### config.mk
export PLATFORM = sky130hd
export DESIGN_NAME = raster_top
export DESIGN_NICKNAME = d
export VERILOG_FILES = /design/src/design/raster_pkg.sv /design/src/design/bbox_finder.sv /design/src/design/edge_interpolator.sv /design/src/design/inv_area.sv /design/src/design/pixel_scanner.sv /design/src/design/raster_top.sv /design/src/design/rasterizer.sv
export VERILOG_INCLUDE_DIRS = /design/src /design/src/include
export SDC_FILE = /design/constraint.sdc
export NUM_CORES = 2
export LEC_CHECK = 0
export BUFFER_PORTS_ARGS = -buffer_cell sky130_fd_sc_hd__buf_2
export CORE_UTILIZATION = 51
export DETAILED_ROUTE_END_ITERATION = 6
export HOLD_SLACK_MARGIN = 0.12
export PLACE_DENSITY = 0.67
export SETUP_SLACK_MARGIN = 0.4
export SLEW_MARGIN = 20
export SYNTH_ARGS = -nofsm -noshare
export SYNTH_HDL_FRONTEND = slang
export SYNTH_SLANG_ARGS = --single-unit
export TNS_END_PERCENT = 100
### constraint.sdc
create_clock -name clk_in -period 16.4 [get_ports clk_in]
set_clock_uncertainty 0.15 [all_clocks]
set_input_delay 1.64 -clock clk_in [delete_from_list [all_inputs] [get_ports clk_in]]
set_output_delay 1.64 -clock clk_in [all_outputs]
set_load 0.02 [all_outputs]
### src/include/raster_cfg.svh
`ifndef RASTER_CFG_SVH
`define RASTER_CFG_SVH

// frame size in pixels
`define RASTER_HRES 64
`define RASTER_VRES 64

// vertex and pixel coordinate widths
`define RASTER_HW 6
`define RASTER_VW 6

`define RASTER_ZW 16        // unsigned depth
`define RASTER_INV_FRAC 16  // fraction bits of 1/|area|
`define RASTER_AW 14        // signed doubled area

`endif

### src/design/raster_pkg.sv
`default_nettype none
`include "raster_cfg.svh"

package raster_pkg;

  // x and y are signed so a corner may sit left of or above the frame
  typedef struct packed {
    logic signed [`RASTER_HW-1:0] x;
    logic signed [`RASTER_VW-1:0] y;
    logic [`RASTER_ZW-1:0]        z;
  } vertex_t;

  typedef struct packed {
    vertex_t v0;
    vertex_t v1;
    vertex_t v2;
  } tri_t;

  typedef struct packed {
    logic [`RASTER_HW-1:0] h_min;
    logic [`RASTER_HW-1:0] h_max;
    logic [`RASTER_VW-1:0] v_min;
    logic [`RASTER_VW-1:0] v_max;
    logic                  empty;  // clipped box holds no pixel
  } bbox_t;

  typedef struct packed {
    logic [`RASTER_HW-1:0] h;
    logic [`RASTER_VW-1:0] v;
    logic [`RASTER_ZW-1:0] z;
  } pixel_t;

  typedef enum logic [2:0] {
    IDLE,
    BBOX,
    AREA,
    SCAN,
    DRAIN
  } raster_state_e;

endpackage

`default_nettype wire

### src/design/bbox_finder.sv
`timescale 1ns/1ps
`default_nettype none
`include "raster_cfg.svh"

module bbox_finder
  import raster_pkg::*;
(
  input  wire       clk_in,
  input  wire       rst_in,
  input  wire       start,
  input  wire tri_t tri_in,
  output bbox_t     box
);

  localparam int HW   = `RASTER_HW;
  localparam int VW   = `RASTER_VW;
  localparam int HMAX = `RASTER_HRES - 1;
  localparam int VMAX = `RASTER_VRES - 1;

  int    x_lo, x_hi, y_lo, y_hi;
  bbox_t box_c;

  function automatic int min3(input int a, input int b, input int c);
    int m;
    m = (a < b) ? a : b;
    min3 = (m < c) ? m : c;
  endfunction

  function automatic int max3(input int a, input int b, input int c);
    int m;
    m = (a > b) ? a : b;
    max3 = (m > c) ? m : c;
  endfunction

  always_comb begin
    x_lo = min3(tri_in.v0.x, tri_in.v1.x, tri_in.v2.x);
    x_hi = max3(tri_in.v0.x, tri_in.v1.x, tri_in.v2.x);
    y_lo = min3(tri_in.v0.y, tri_in.v1.y, tri_in.v2.y);
    y_hi = max3(tri_in.v0.y, tri_in.v1.y, tri_in.v2.y);
    box_c.h_min = (x_lo < 0) ? '0 : HW'(x_lo);       // clip to left edge
    box_c.h_max = (x_hi > HMAX) ? HW'(HMAX) : HW'(x_hi);
    box_c.v_min = (y_lo < 0) ? '0 : VW'(y_lo);
    box_c.v_max = (y_hi > VMAX) ? VW'(VMAX) : VW'(y_hi);
    // whole triangle lies off one side of the frame
    box_c.empty = (x_hi < 0) || (x_lo > HMAX) || (y_hi < 0) || (y_lo > VMAX);
  end

  always_ff @(posedge clk_in) begin
    if (rst_in) begin
      box <= '{h_min: '0, h_max: '0, v_min: '0, v_max: '0, empty: 1'b1};
    end else if (start) begin
      box <= box_c;
    end
  end

  a_box_ordered: assert property (@(posedge clk_in) disable iff (rst_in)
    start |=> box.empty || (box.h_min <= box.h_max && box.v_min <= box.v_max));

endmodule

`default_nettype wire

### src/design/edge_interpolator.sv
`timescale 1ns/1ps
`default_nettype none
`include "raster_cfg.svh"

module edge_interpolator
  import raster_pkg::*;
(
  input  wire                       clk_in,
  input  wire                       rst_in,
  input  wire tri_t                 tri_in,
  input  wire                       neg,
  input  wire [`RASTER_INV_FRAC:0]  inv,
  input  wire                       cand_valid,
  input  wire pixel_t               cand,
  input  wire                       stall,
  output logic                      pix_valid,
  output pixel_t                    pix_out,
  output logic                      busy
);

  localparam int HW = `RASTER_HW;
  localparam int VW = `RASTER_VW;
  localparam int ZW = `RASTER_ZW;
  localparam int AW = `RASTER_AW;
  localparam int IF = `RASTER_INV_FRAC;
  localparam int EW = AW + 2;        // headroom for pixels outside the triangle
  localparam int SW = AW + ZW + 2;   // weighted depth sum
  localparam int PW = SW + IF + 1;

  logic signed [EW-1:0] xs [3];
  logic signed [EW-1:0] ys [3];
  logic signed [EW-1:0] px, py;
  logic signed [EW-1:0] w_c [3];
  logic                 covered_c;
  logic [SW-1:0]        sum_c;
  logic [PW-1:0]        prod_c;

  logic                 s1_valid;
  logic [HW-1:0]        s1_h;
  logic [VW-1:0]        s1_v;
  logic signed [EW-1:0] s1_w [3];
  logic                 s2_valid;
  logic [HW-1:0]        s2_h;
  logic [VW-1:0]        s2_v;
  logic [SW-1:0]        s2_sum;

  // edge a->b evaluated at c, positive on the left for ccw winding
  function automatic logic signed [EW-1:0] edge_fn(
    input logic signed [EW-1:0] ax, input logic signed [EW-1:0] ay,
    input logic signed [EW-1:0] bx, input logic signed [EW-1:0] by,
    input logic signed [EW-1:0] cx, input logic signed [EW-1:0] cy);
    edge_fn = (bx - ax) * (cy - ay) - (by - ay) * (cx - ax);
  endfunction

  always_comb begin
    xs[0] = EW'($signed(tri_in.v0.x));
    xs[1] = EW'($signed(tri_in.v1.x));
    xs[2] = EW'($signed(tri_in.v2.x));
    ys[0] = EW'($signed(tri_in.v0.y));
    ys[1] = EW'($signed(tri_in.v1.y));
    ys[2] = EW'($signed(tri_in.v2.y));
    px = EW'(cand.h);
    py = EW'(cand.v);
    w_c[0] = edge_fn(xs[1], ys[1], xs[2], ys[2], px, py);  // weight of v0
    w_c[1] = edge_fn(xs[2], ys[2], xs[0], ys[0], px, py);
    w_c[2] = edge_fn(xs[0], ys[0], xs[1], ys[1], px, py);
    for (int i = 0; i < 3; i++) begin
      if (neg) w_c[i] = -w_c[i];                          // cw triangle
    end
  end

  // weights of covered pixels are bounded by |area| and fit in AW bits
  assign covered_c = !s1_w[0][EW-1] && !s1_w[1][EW-1] && !s1_w[2][EW-1];
  assign sum_c = SW'(s1_w[0][AW-1:0]) * SW'(tri_in.v0.z)
               + SW'(s1_w[1][AW-1:0]) * SW'(tri_in.v1.z)
               + SW'(s1_w[2][AW-1:0]) * SW'(tri_in.v2.z);
  assign prod_c = PW'(s2_sum) * PW'(inv);

  always_ff @(posedge clk_in) begin
    if (rst_in) begin
      s1_valid  <= 1'b0;
      s2_valid  <= 1'b0;
      pix_valid <= 1'b0;
    end else if (!stall) begin
      s1_valid  <= cand_valid;
      s2_valid  <= s1_valid && covered_c;  // uncovered drops out as a bubble
      pix_valid <= s2_valid;
    end
  end

  always_ff @(posedge clk_in) begin
    if (!stall) begin
      s1_h    <= cand.h;
      s1_v    <= cand.v;
      s1_w    <= w_c;
      s2_h    <= s1_h;
      s2_v    <= s1_v;
      s2_sum  <= sum_c;
      pix_out <= '{h: s2_h, v: s2_v, z: prod_c[IF +: ZW]};
    end
  end

  assign busy = s1_valid || s2_valid || pix_valid;

endmodule

`default_nettype wire

### src/design/inv_area.sv
`timescale 1ns/1ps
`default_nettype none
`include "raster_cfg.svh"

module inv_area
  import raster_pkg::*;
(
  input  wire                       clk_in,
  input  wire                       rst_in,
  input  wire                       start,
  input  wire tri_t                 tri_in,
  output logic                      done,
  output logic                      zero,
  output logic                      neg,
  output logic [`RASTER_INV_FRAC:0] inv
);

  localparam int AW = `RASTER_AW;
  localparam int IF = `RASTER_INV_FRAC;
  localparam int CW = $clog2(IF);

  logic signed [AW-1:0] dx1, dy1, dx2, dy2;
  logic signed [AW-1:0] area_c;
  logic [AW-1:0]        mag_c;
  logic [AW-1:0]        div_q;   // |area|
  logic [AW-1:0]        rem_q;
  logic [AW:0]          rem_sh;
  logic                 fits;
  logic [CW-1:0]        cnt_q;
  logic                 busy_q;

  always_comb begin
    dx1 = AW'($signed(tri_in.v1.x)) - AW'($signed(tri_in.v0.x));
    dy1 = AW'($signed(tri_in.v1.y)) - AW'($signed(tri_in.v0.y));
    dx2 = AW'($signed(tri_in.v2.x)) - AW'($signed(tri_in.v0.x));
    dy2 = AW'($signed(tri_in.v2.y)) - AW'($signed(tri_in.v0.y));
    area_c = dx1 * dy2 - dx2 * dy1;                  // doubled signed area
    mag_c  = area_c[AW-1] ? AW'(-area_c) : AW'(area_c);
    rem_sh = {rem_q, 1'b0};                          // dividend bits below the top one are 0
    fits   = (rem_sh >= {1'b0, div_q});
  end

  always_ff @(posedge clk_in) begin
    if (rst_in) begin
      busy_q <= 1'b0;
      done   <= 1'b0;
    end else begin
      done <= 1'b0;
      if (start) begin
        busy_q <= 1'b1;
      end else if (busy_q && cnt_q == CW'(IF - 1)) begin
        busy_q <= 1'b0;
        done   <= 1'b1;
      end
    end
  end

  // the top quotient bit of 2^IF / d is resolved while loading,
  // it is only set for d == 1
  always_ff @(posedge clk_in) begin
    if (start) begin
      neg   <= area_c[AW-1];
      zero  <= (area_c == '0);
      div_q <= mag_c;
      rem_q <= (mag_c == AW'(1)) ? '0 : AW'(1);
      inv   <= {{IF{1'b0}}, (mag_c == AW'(1))};
      cnt_q <= '0;
    end else if (busy_q) begin
      rem_q <= fits ? AW'(rem_sh - {1'b0, div_q}) : AW'(rem_sh);  // restore on miss
      inv   <= {inv[IF-1:0], fits};
      cnt_q <= cnt_q + 1'b1;
    end
  end

  a_done_pulse: assert property (@(posedge clk_in) disable iff (rst_in)
    done |=> !done);

endmodule

`default_nettype wire

### src/design/pixel_scanner.sv
`timescale 1ns/1ps
`default_nettype none
`include "raster_cfg.svh"

module pixel_scanner
  import raster_pkg::*;
(
  input  wire        clk_in,
  input  wire        rst_in,
  input  wire        start,
  input  wire bbox_t box,
  input  wire        stall,
  output logic       cand_valid,
  output pixel_t     cand,
  output logic       last
);

  localparam int HW = `RASTER_HW;
  localparam int VW = `RASTER_VW;

  logic [HW-1:0] h_q;
  logic [VW-1:0] v_q;
  logic          active_q;
  logic          row_end;
  logic          advance;

  assign row_end    = (h_q == box.h_max);
  assign last       = active_q && row_end && (v_q == box.v_max);
  assign advance    = active_q && !stall;  // candidate taken by the pipeline
  assign cand_valid = active_q;
  assign cand       = '{h: h_q, v: v_q, z: '0};

  always_ff @(posedge clk_in) begin
    if (rst_in) begin
      active_q <= 1'b0;
    end else if (start) begin
      active_q <= !box.empty;
    end else if (advance && last) begin
      active_q <= 1'b0;
    end
  end

  // raster order, h fastest
  always_ff @(posedge clk_in) begin
    if (start) begin
      h_q <= box.h_min;
      v_q <= box.v_min;
    end else if (advance && !last) begin
      if (row_end) begin
        h_q <= box.h_min;
        v_q <= v_q + 1'b1;
      end else begin
        h_q <= h_q + 1'b1;
      end
    end
  end

endmodule

`default_nettype wire

### src/design/raster_top.sv
`timescale 1ns/1ps
`default_nettype none
`include "raster_cfg.svh"

module raster_top
  import raster_pkg::*;
(
  input  wire       clk_in,
  input  wire       rst_in,
  input  wire tri_t tri_in,
  input  wire       tri_valid,
  output logic      tri_ready,
  output pixel_t    pix_out,
  output logic      pix_valid,
  input  wire       pix_ready
);

  tri_t                      tri_q;
  bbox_t                     box;
  pixel_t                    cand;
  logic                      stall;
  logic                      bbox_start;
  logic                      area_start;
  logic                      scan_start;
  logic                      area_done;
  logic                      area_zero;
  logic                      area_neg;
  logic [`RASTER_INV_FRAC:0] inv;
  logic                      cand_valid;
  logic                      scan_last;
  logic                      pipe_busy;

  rasterizer rasterizer_i (
    .clk_in(clk_in), .rst_in(rst_in),
    .tri_in(tri_in), .tri_valid(tri_valid), .tri_ready(tri_ready),
    .pix_ready(pix_ready), .pix_valid(pix_valid),
    .tri_q(tri_q), .stall(stall),
    .bbox_start(bbox_start), .box(box),
    .area_start(area_start), .area_done(area_done), .area_zero(area_zero),
    .scan_start(scan_start), .scan_last(scan_last), .pipe_busy(pipe_busy)
  );

  bbox_finder bbox_finder_i (
    .clk_in(clk_in), .rst_in(rst_in),
    .start(bbox_start), .tri_in(tri_q), .box(box)
  );

  inv_area inv_area_i (
    .clk_in(clk_in), .rst_in(rst_in),
    .start(area_start), .tri_in(tri_q),
    .done(area_done), .zero(area_zero), .neg(area_neg), .inv(inv)
  );

  pixel_scanner pixel_scanner_i (
    .clk_in(clk_in), .rst_in(rst_in),
    .start(scan_start), .box(box), .stall(stall),
    .cand_valid(cand_valid), .cand(cand), .last(scan_last)
  );

  edge_interpolator edge_interpolator_i (
    .clk_in(clk_in), .rst_in(rst_in),
    .tri_in(tri_q), .neg(area_neg), .inv(inv),
    .cand_valid(cand_valid), .cand(cand), .stall(stall),
    .pix_valid(pix_valid), .pix_out(pix_out), .busy(pipe_busy)
  );

endmodule

`default_nettype wire

### src/design/rasterizer.sv
`timescale 1ns/1ps
`default_nettype none

module rasterizer
  import raster_pkg::*;
(
  input  wire        clk_in,
  input  wire        rst_in,
  input  wire tri_t  tri_in,
  input  wire        tri_valid,
  output logic       tri_ready,
  input  wire        pix_ready,
  input  wire        pix_valid,
  output tri_t       tri_q,
  output logic       stall,
  output logic       bbox_start,
  input  wire bbox_t box,
  output logic       area_start,
  input  wire        area_done,
  input  wire        area_zero,
  output logic       scan_start,
  input  wire        scan_last,
  input  wire        pipe_busy
);

  raster_state_e state;
  logic          accept;

  assign tri_ready  = (state == IDLE);
  assign accept     = tri_valid && tri_ready;
  assign bbox_start = (state == BBOX);          // box registers at the end of this cycle
  assign stall      = pix_valid && !pix_ready;  // output held, freeze scan and pipe

  always_ff @(posedge clk_in) begin
    if (rst_in) begin
      state      <= IDLE;
      area_start <= 1'b0;
      scan_start <= 1'b0;
    end else begin
      area_start <= 1'b0;
      scan_start <= 1'b0;
      case (state)
        IDLE: begin
          if (accept) state <= BBOX;
        end
        BBOX: begin
          state      <= AREA;
          area_start <= 1'b1;
        end
        AREA: begin
          if (area_done) begin
            if (area_zero || box.empty) begin
              state <= IDLE;  // nothing to draw
            end else begin
              state      <= SCAN;
              scan_start <= 1'b1;
            end
          end
        end
        SCAN: begin
          if (scan_last && !stall) state <= DRAIN;
        end
        DRAIN: begin
          if (!pipe_busy) state <= IDLE;  // last pixel has left the output
        end
        default: state <= IDLE;
      endcase
    end
  end

  always_ff @(posedge clk_in) begin
    if (accept) begin
      tri_q <= tri_in;
    end
  end

  // a new triangle is only taken once the pipeline holds nothing of the last one
  a_accept_idle: assert property (@(posedge clk_in) disable iff (rst_in)
    accept |-> !pipe_busy);

  // the divider only reports for a triangle this FSM is waiting on
  a_done_in_area: assert property (@(posedge clk_in) disable iff (rst_in)
    area_done |-> state == AREA);

endmodule

`default_nettype wire

# ---- After elaboration in Yosys (flattened, before gate mapping)
# Cells that the tools add are included.
dict set report word_totals {
  regBits 315
  inputBits 88
  word_cells 193
}
dict set report classes {
  add_sub_neg 30
  multipliers 12
  n_lt_le_gt_ge 17
  eq_ne 12
  mux 41
  bitwise_logic 2
  reduce_logical 36
}
# cell n
set op_table {}
lappend op_table {{$mux 32} 8}
lappend op_table {{$gt 32x7->1 const B} 4}
lappend op_table {{$lt 32x1->1 const B} 4}
lappend op_table {{$mul 16x16->16} 6}
lappend op_table {{$mul 14x16->30} 3}
lappend op_table {{$sub 6x6->7} 10}
lappend op_table {{$gt 32x6->1} 2}
lappend op_table {{$lt 32x6->1} 2}
lappend op_table {{$mux 6} 10}
lappend op_table {{$mux 14} 4}
lappend op_table {{$mux 16} 3}
lappend op_table {{$neg 16->16} 3}
lappend op_table {{$sub 16x16->16} 3}
lappend op_table {{$sub 7x6->8} 6}
lappend op_table {{$add 32x30->32} 1}
lappend op_table {{$mul 32x17->32} 1}
lappend op_table {{$add 30x30->31} 1}
lappend op_table {{$mul 14x14->14} 2}
lappend op_table {{$sub 14x14->14} 2}
lappend op_table {{$ge 15x14->1} 1}
lappend op_table {{$pmux 3 s5} 1}
lappend op_table {{$eq 14x1->1 const B} 1}
lappend op_table {{$logic_not 14->1} 1}
lappend op_table {{$neg 14->14} 1}
lappend op_table {{24 further kinds} 70}

# ---- Depth between registers and ports, before layout
dict set report depth {
  depth_word 8
  mapped_depth 45
}

# ---- Cells and area by module
# A second synthesis with hierarchy kept.
dict set report hier_totals {
  hier_cells 7302
  area_unflattened_um2 69620.5
}
# mod instances cells_per_inst area_each_um2 seq_area_each_um2
set by_module_without_submodules {}
lappend by_module_without_submodules {edge_interpolator 1 5906 55336.8 3933.8}
lappend by_module_without_submodules {inv_area 1 886 8034.0 1371.3}
lappend by_module_without_submodules {rasterizer 1 113 2798.9 2622.5}
lappend by_module_without_submodules {bbox_finder 1 300 2453.6 460.4}
lappend by_module_without_submodules {pixel_scanner 1 97 997.2 380.4}

# ---- Worst setup path after synthesis
# Ideal clock, no wire load.
dict set report synth_timing {
  kind {register to register}
  startpoint {register edge_interpolator_i.s1_w[18] in the netlist's numbering}
  endpoint {register edge_interpolator_i.s2_sum[30] (data pin)}
  setup_time_ns 0.262
  t_arrival_ns 11.150
  slack_ns 4.837
  stages_incl_launch_ff 42
  path_cell_list {edfxtp_1 clkbuf_1 and2_1 fa_1 inv_1 fa_1 inv_1 fa_1 inv_1 fa_1 inv_1 fa_1 fa_1 inv_1 fa_1 inv_1 ha_1 o21a_1 (+6 left out) inv_1 fa_1 inv_1 fa_1 fa_1 inv_1 fa_1 inv_1 fa_1 inv_1 ha_1 or4_1 o21a_1 nor2_1 nor3_1 a2111oi_0 a21oi_1 xor2_1}
}
dict set report synth_between {
  elab_chain_cells 3
}
# item line
set synth_lines {}
lappend synth_lines {{start: declaration} edge_interpolator.sv:41} ;# logic signed [EW-1:0] s1_w [3];
lappend synth_lines {{start signal: assignment} edge_interpolator.sv:95} ;# s1_w <= w_c;
lappend synth_lines {{$mul 14x16->30} edge_interpolator.sv:75} ;# + SW'(s1_w[1][AW-1:0]) * SW'(tri_in.v1.z)
lappend synth_lines {{$add 30x30->31} edge_interpolator.sv:75}
lappend synth_lines {{$add 32x30->32} edge_interpolator.sv:76} ;# + SW'(s1_w[2][AW-1:0]) * SW'(tri_in.v2.z);
lappend synth_lines {{net edge_interpolator_i.sum_c[30]} edge_interpolator.sv:35} ;# logic [SW-1:0] sum_c;
lappend synth_lines {{end signal: assignment} edge_interpolator.sv:98} ;# s2_sum <= sum_c;
lappend synth_lines {{end: declaration} edge_interpolator.sv:45} ;# logic [SW-1:0] s2_sum;
# The timed path passes the listed nets, and every way through them passes these cells.
# A chain may end at the register's enable or synchronous reset.

# ---- Worst setup path in the final report
# Ends and elaborated chain as after synthesis.

==> flow_metrics.tcl <==
set metrics [dict create \
    status "completed" \
    cts_hold_buf 0 \
    setup_viol 0 \
    async_reset_ff_frac 0 \
    fill_cells 12010 \
    post_cts_buffers 0 \
    ys.flop_type "edfxtp_1" \
    r2r_slack_ns 3.45 \
    reg2regPathDepth 40 \
    drc 0 \
    grtUsageTotal 0.2539 \
    muxShareOfSynthArea 0.007144 \
    vias_per_cell 5.260 \
    wl_met2_um 80240 \
    wl_met3_um 8859 \
    htree_levels 2 \
    synth_compound_area_frac 0.04730 \
    slew_viol_final 0 \
    synthesis.area_mm2 0.06795 \
    crit_required_ns 16.62 \
    core_mm2 0.1318 \
    path_clk_slew_ns 0.06 \
    critPathMaxStageDelay_ns 0.70 \
    ys_ff_latch 310 \
    top_layer "met5" \
    num_vias 46960 \
    wl_met1_um 67100 \
    setup_ws_ns 3.452 \
    hold_violations 0 \
    die_x_um 367.0 \
    dr.first_iter.drc_count 2541 \
    synth-simple-area-share 0.1416 \
    grt_pass1_vias 50820 \
    fmax_mhz 77.23 \
    die_y_um 367.0 \
    tightest_slew_ns 1.013 \
    rr_endpoint "edge_interpolator_i.s2_sum[30]" \
    cts_buffer_depth 3 \
    worstSetupEndpointType "register" \
    grt_overflow 0 \
    post-place-ws_ns 3.528 \
    crit_path_start "edge_interpolator_i.s1_w[18]" \
    drt-wirelength-per-cell_um 18.24 \
    worstSetupStartpointType "register" \
    antenna_found_initial 2 \
    ys_warn_count 0 \
    cp_data_arrival_time_ns 13.17 \
    cts_tree "done" \
    synth-edff-count 256 \
    ys_seq_area_frac 0.1290 \
    synthesis.nets 9276 \
    fin_crit_ns 12.95 \
    rows 133 \
    path_common_cell "fa_1" \
    insertion_delay_ns 0.66 \
    dieArea_mm2 0.1347 \
    synth_adder_area_share 0.5271 \
    grt_pass1_wl_um 270200 \
    path_class "register to register" \
    hpwl_um 135700 \
    start_util 0.5156 \
    ys_types 72 \
    crit_path_end "edge_interpolator_i.s2_sum[30]" \
    drt.antenna.violating_nets 0 \
    cp_slowest_cell "a221oi_1" \
    ios 118 \
    rr_startpoint "edge_interpolator_i.s1_w[18]" \
    clkSinkCount 310 \
    synth_top_family_by_area "adder cells" \
    cts-root-buf "clkbuf_16" \
    cap_violations 0 \
    cts_made_buffers 46 \
    finalSetupTns_ns 0 \
    cp_max_fo 16 \
    rsz0062_at_grt "no" \
    gp_congestion 0.9193 \
    finalWirelength_um 162900 \
    drive_gt1_frac 0.04057 \
    syn_inst 7147 \
    synth-xor-area-share 0.04421 \
    port_buffers 117 \
    first_pass_iters 6 \
    nets 9263 \
    area_growth_pct 5.749 \
    period_share 0.7895 \
    syn_avg_cell_area_um2 9.508 \
    cts-resized-gates 0 \
    slew_headroom 0.3212 \
    hp-class "register to register" \
    grt_max_degree 71 \
]
[layout make-up]
class / count / area [um^2] / area share
clock buffer: 50 / 1176 / 0.01637
multi-input combinational: 4961 / 52160 / 0.7259
tap: 1755 / 2196 / 0.03056
clock inverter: 36 / 454.2 / 0.006321
sequential: 310 / 8770 / 0.1220
timing repair buffer: 153 / 855.8 / 0.01191
inverter: 1662 / 6243 / 0.08689
antenna: 1 / 2.502 / 0.00003482
[cells by family (layout without fill, tap and decap cells)]
group                    after synthesis  after routing
adder cells (fa/ha/maj)             2041           2041
AND/OR/NAND/NOR                     2024           2024
buffers and inverters               1876           1901
AO/OA/AOI/OAI                        505            505
XOR/XNOR                             343            343
flip-flops                           310            310
multiplexers                          48             48
other                                  0              1
[worst max-delay path: cells and delay by family, from the launching register on]
family                   cells  cell delay, ns
adder cells (fa/ha/maj)     15            7.10
AO/OA/AOI/OAI                7            2.58
AND/OR/NAND/NOR              5            1.28
flip-flops                   1            0.62
buffers and inverters       11            0.55
XOR/XNOR                     2            0.38
[cell usage in the layout (no fill, tap or decap), types with 15 or more instances in the layout]
| cell type | count |
|---|---|
| nand3_1 | 24 |
| a21o_1 | 97 |
| nand2b_1 | 76 |
| nand4_1 | 15 |
| and2_1 | 475 |
| inv_1 | 1661 |
| mux2i_1 | 44 |
| o21ai_0 | 96 |
| or3_1 | 24 |
| ha_1 | 672 |
| nor3_1 | 32 |
| o21bai_1 | 21 |
| a21oi_1 | 158 |
| fa_1 | 1369 |
| xnor2_1 | 245 |
| dfxtp_1 | 53 |
| clkbuf_16 | 46 |
| xor2_1 | 97 |
| nand2_1 | 893 |
| o21a_1 | 30 |
| buf_2 | 117 |
| or2_2 | 35 |
| a31oi_1 | 16 |
| nor2_1 | 322 |
| nor2b_1 | 75 |
| buf_4 | 36 |
| edfxtp_1 | 256 |
[cells in the mapped netlist, types with 12 or more instances]
cell type	number	share of area
inv_1	1662	0.092
fa_1	1369	0.40
nand2_1	893	0.049
ha_1	672	0.12
and2_1	476	0.044
nor2_1	322	0.018
edfxtp_1	256	0.11
xnor2_1	246	0.032
clkbuf_1	209	0.012
a21oi_1	159	0.012
a21o_1	97	0.011
xor2_1	97	0.013
o21ai_0	96	0.0071
nand2b_1	76	0.0070
nor2b_1	75	0.0069
dfxtp_1	54	0.016
mux2i_1	44	0.0065
or2_2	35	0.0032
nor3_1	32	0.0024
o21a_1	30	0.0033
nand3_1	24	0.0018
or3_1	24	0.0022
o21bai_1	21	0.0023
a31oi_1	17	0.0016
nand4_1	15	0.0014
a211oi_1	12	0.0013
and3_1	12	0.0011
[sequential cells by signal (all words and copies together), names as in the netlist, 14 cells and up]
name                         flops
rasterizer_i.tri_q              84
edge_interpolator_i.s1_w        45
edge_interpolator_i.s2_sum      32
edge_interpolator_i.pix_out     28
bbox_finder_i.box               23
inv_area_i.inv                  17
inv_area_i.div_q                14
inv_area_i.rem_q                14
[worst min-delay path by stage]
stage | start | end | slack (ns) | cells past startpoint
global route | edge_interpolator_i.s1_h[4] | edge_interpolator_i.s2_h[4] | 0.27 | 0
CTS | edge_interpolator_i.s2_h[3] | edge_interpolator_i.pix_out[25] | 0.27 | 0
finish | edge_interpolator_i.s2_h[3] | edge_interpolator_i.pix_out[25] | 0.27 | 0
detailed placement | edge_interpolator_i.s2_v[1] | edge_interpolator_i.pix_out[17] | 0.25 | 0
floorplan | edge_interpolator_i.s2_v[0] | edge_interpolator_i.pix_out[16] | 0.25 | 0
global placement | edge_interpolator_i.s2_v[5] | edge_interpolator_i.pix_out[21] | 0.25 | 0
[routing by layer]
layer	vias to the layer above	GRT usage
li1	21420	-
met1	24010	0.3324
met2	1227	0.4350
met3	297	0.02819
met4	2	0.09175
met5	-	0
[through the flow]
step / hold WS, ns / area, um^2 / cells / util
2_1_floorplan: 0.2503 / 67950 / 7147 / -
3_3_place_gp: 0.2519 / 70220 / 8841 / 0.5328
3_5_place_dp: 0.2545 / 70220 / 8841 / 0.5328
4_1_cts: 0.2677 / 71850 / 8927 / 0.5452
5_1_grt: 0.2727 / 71860 / 8928 / 0.5452
6_report: 0.2674 / 71860 / 8928 / 0.5452
Power is not shown: default switching activity piles up to over one toggle a cycle in this logic, so the estimate is an artifact.
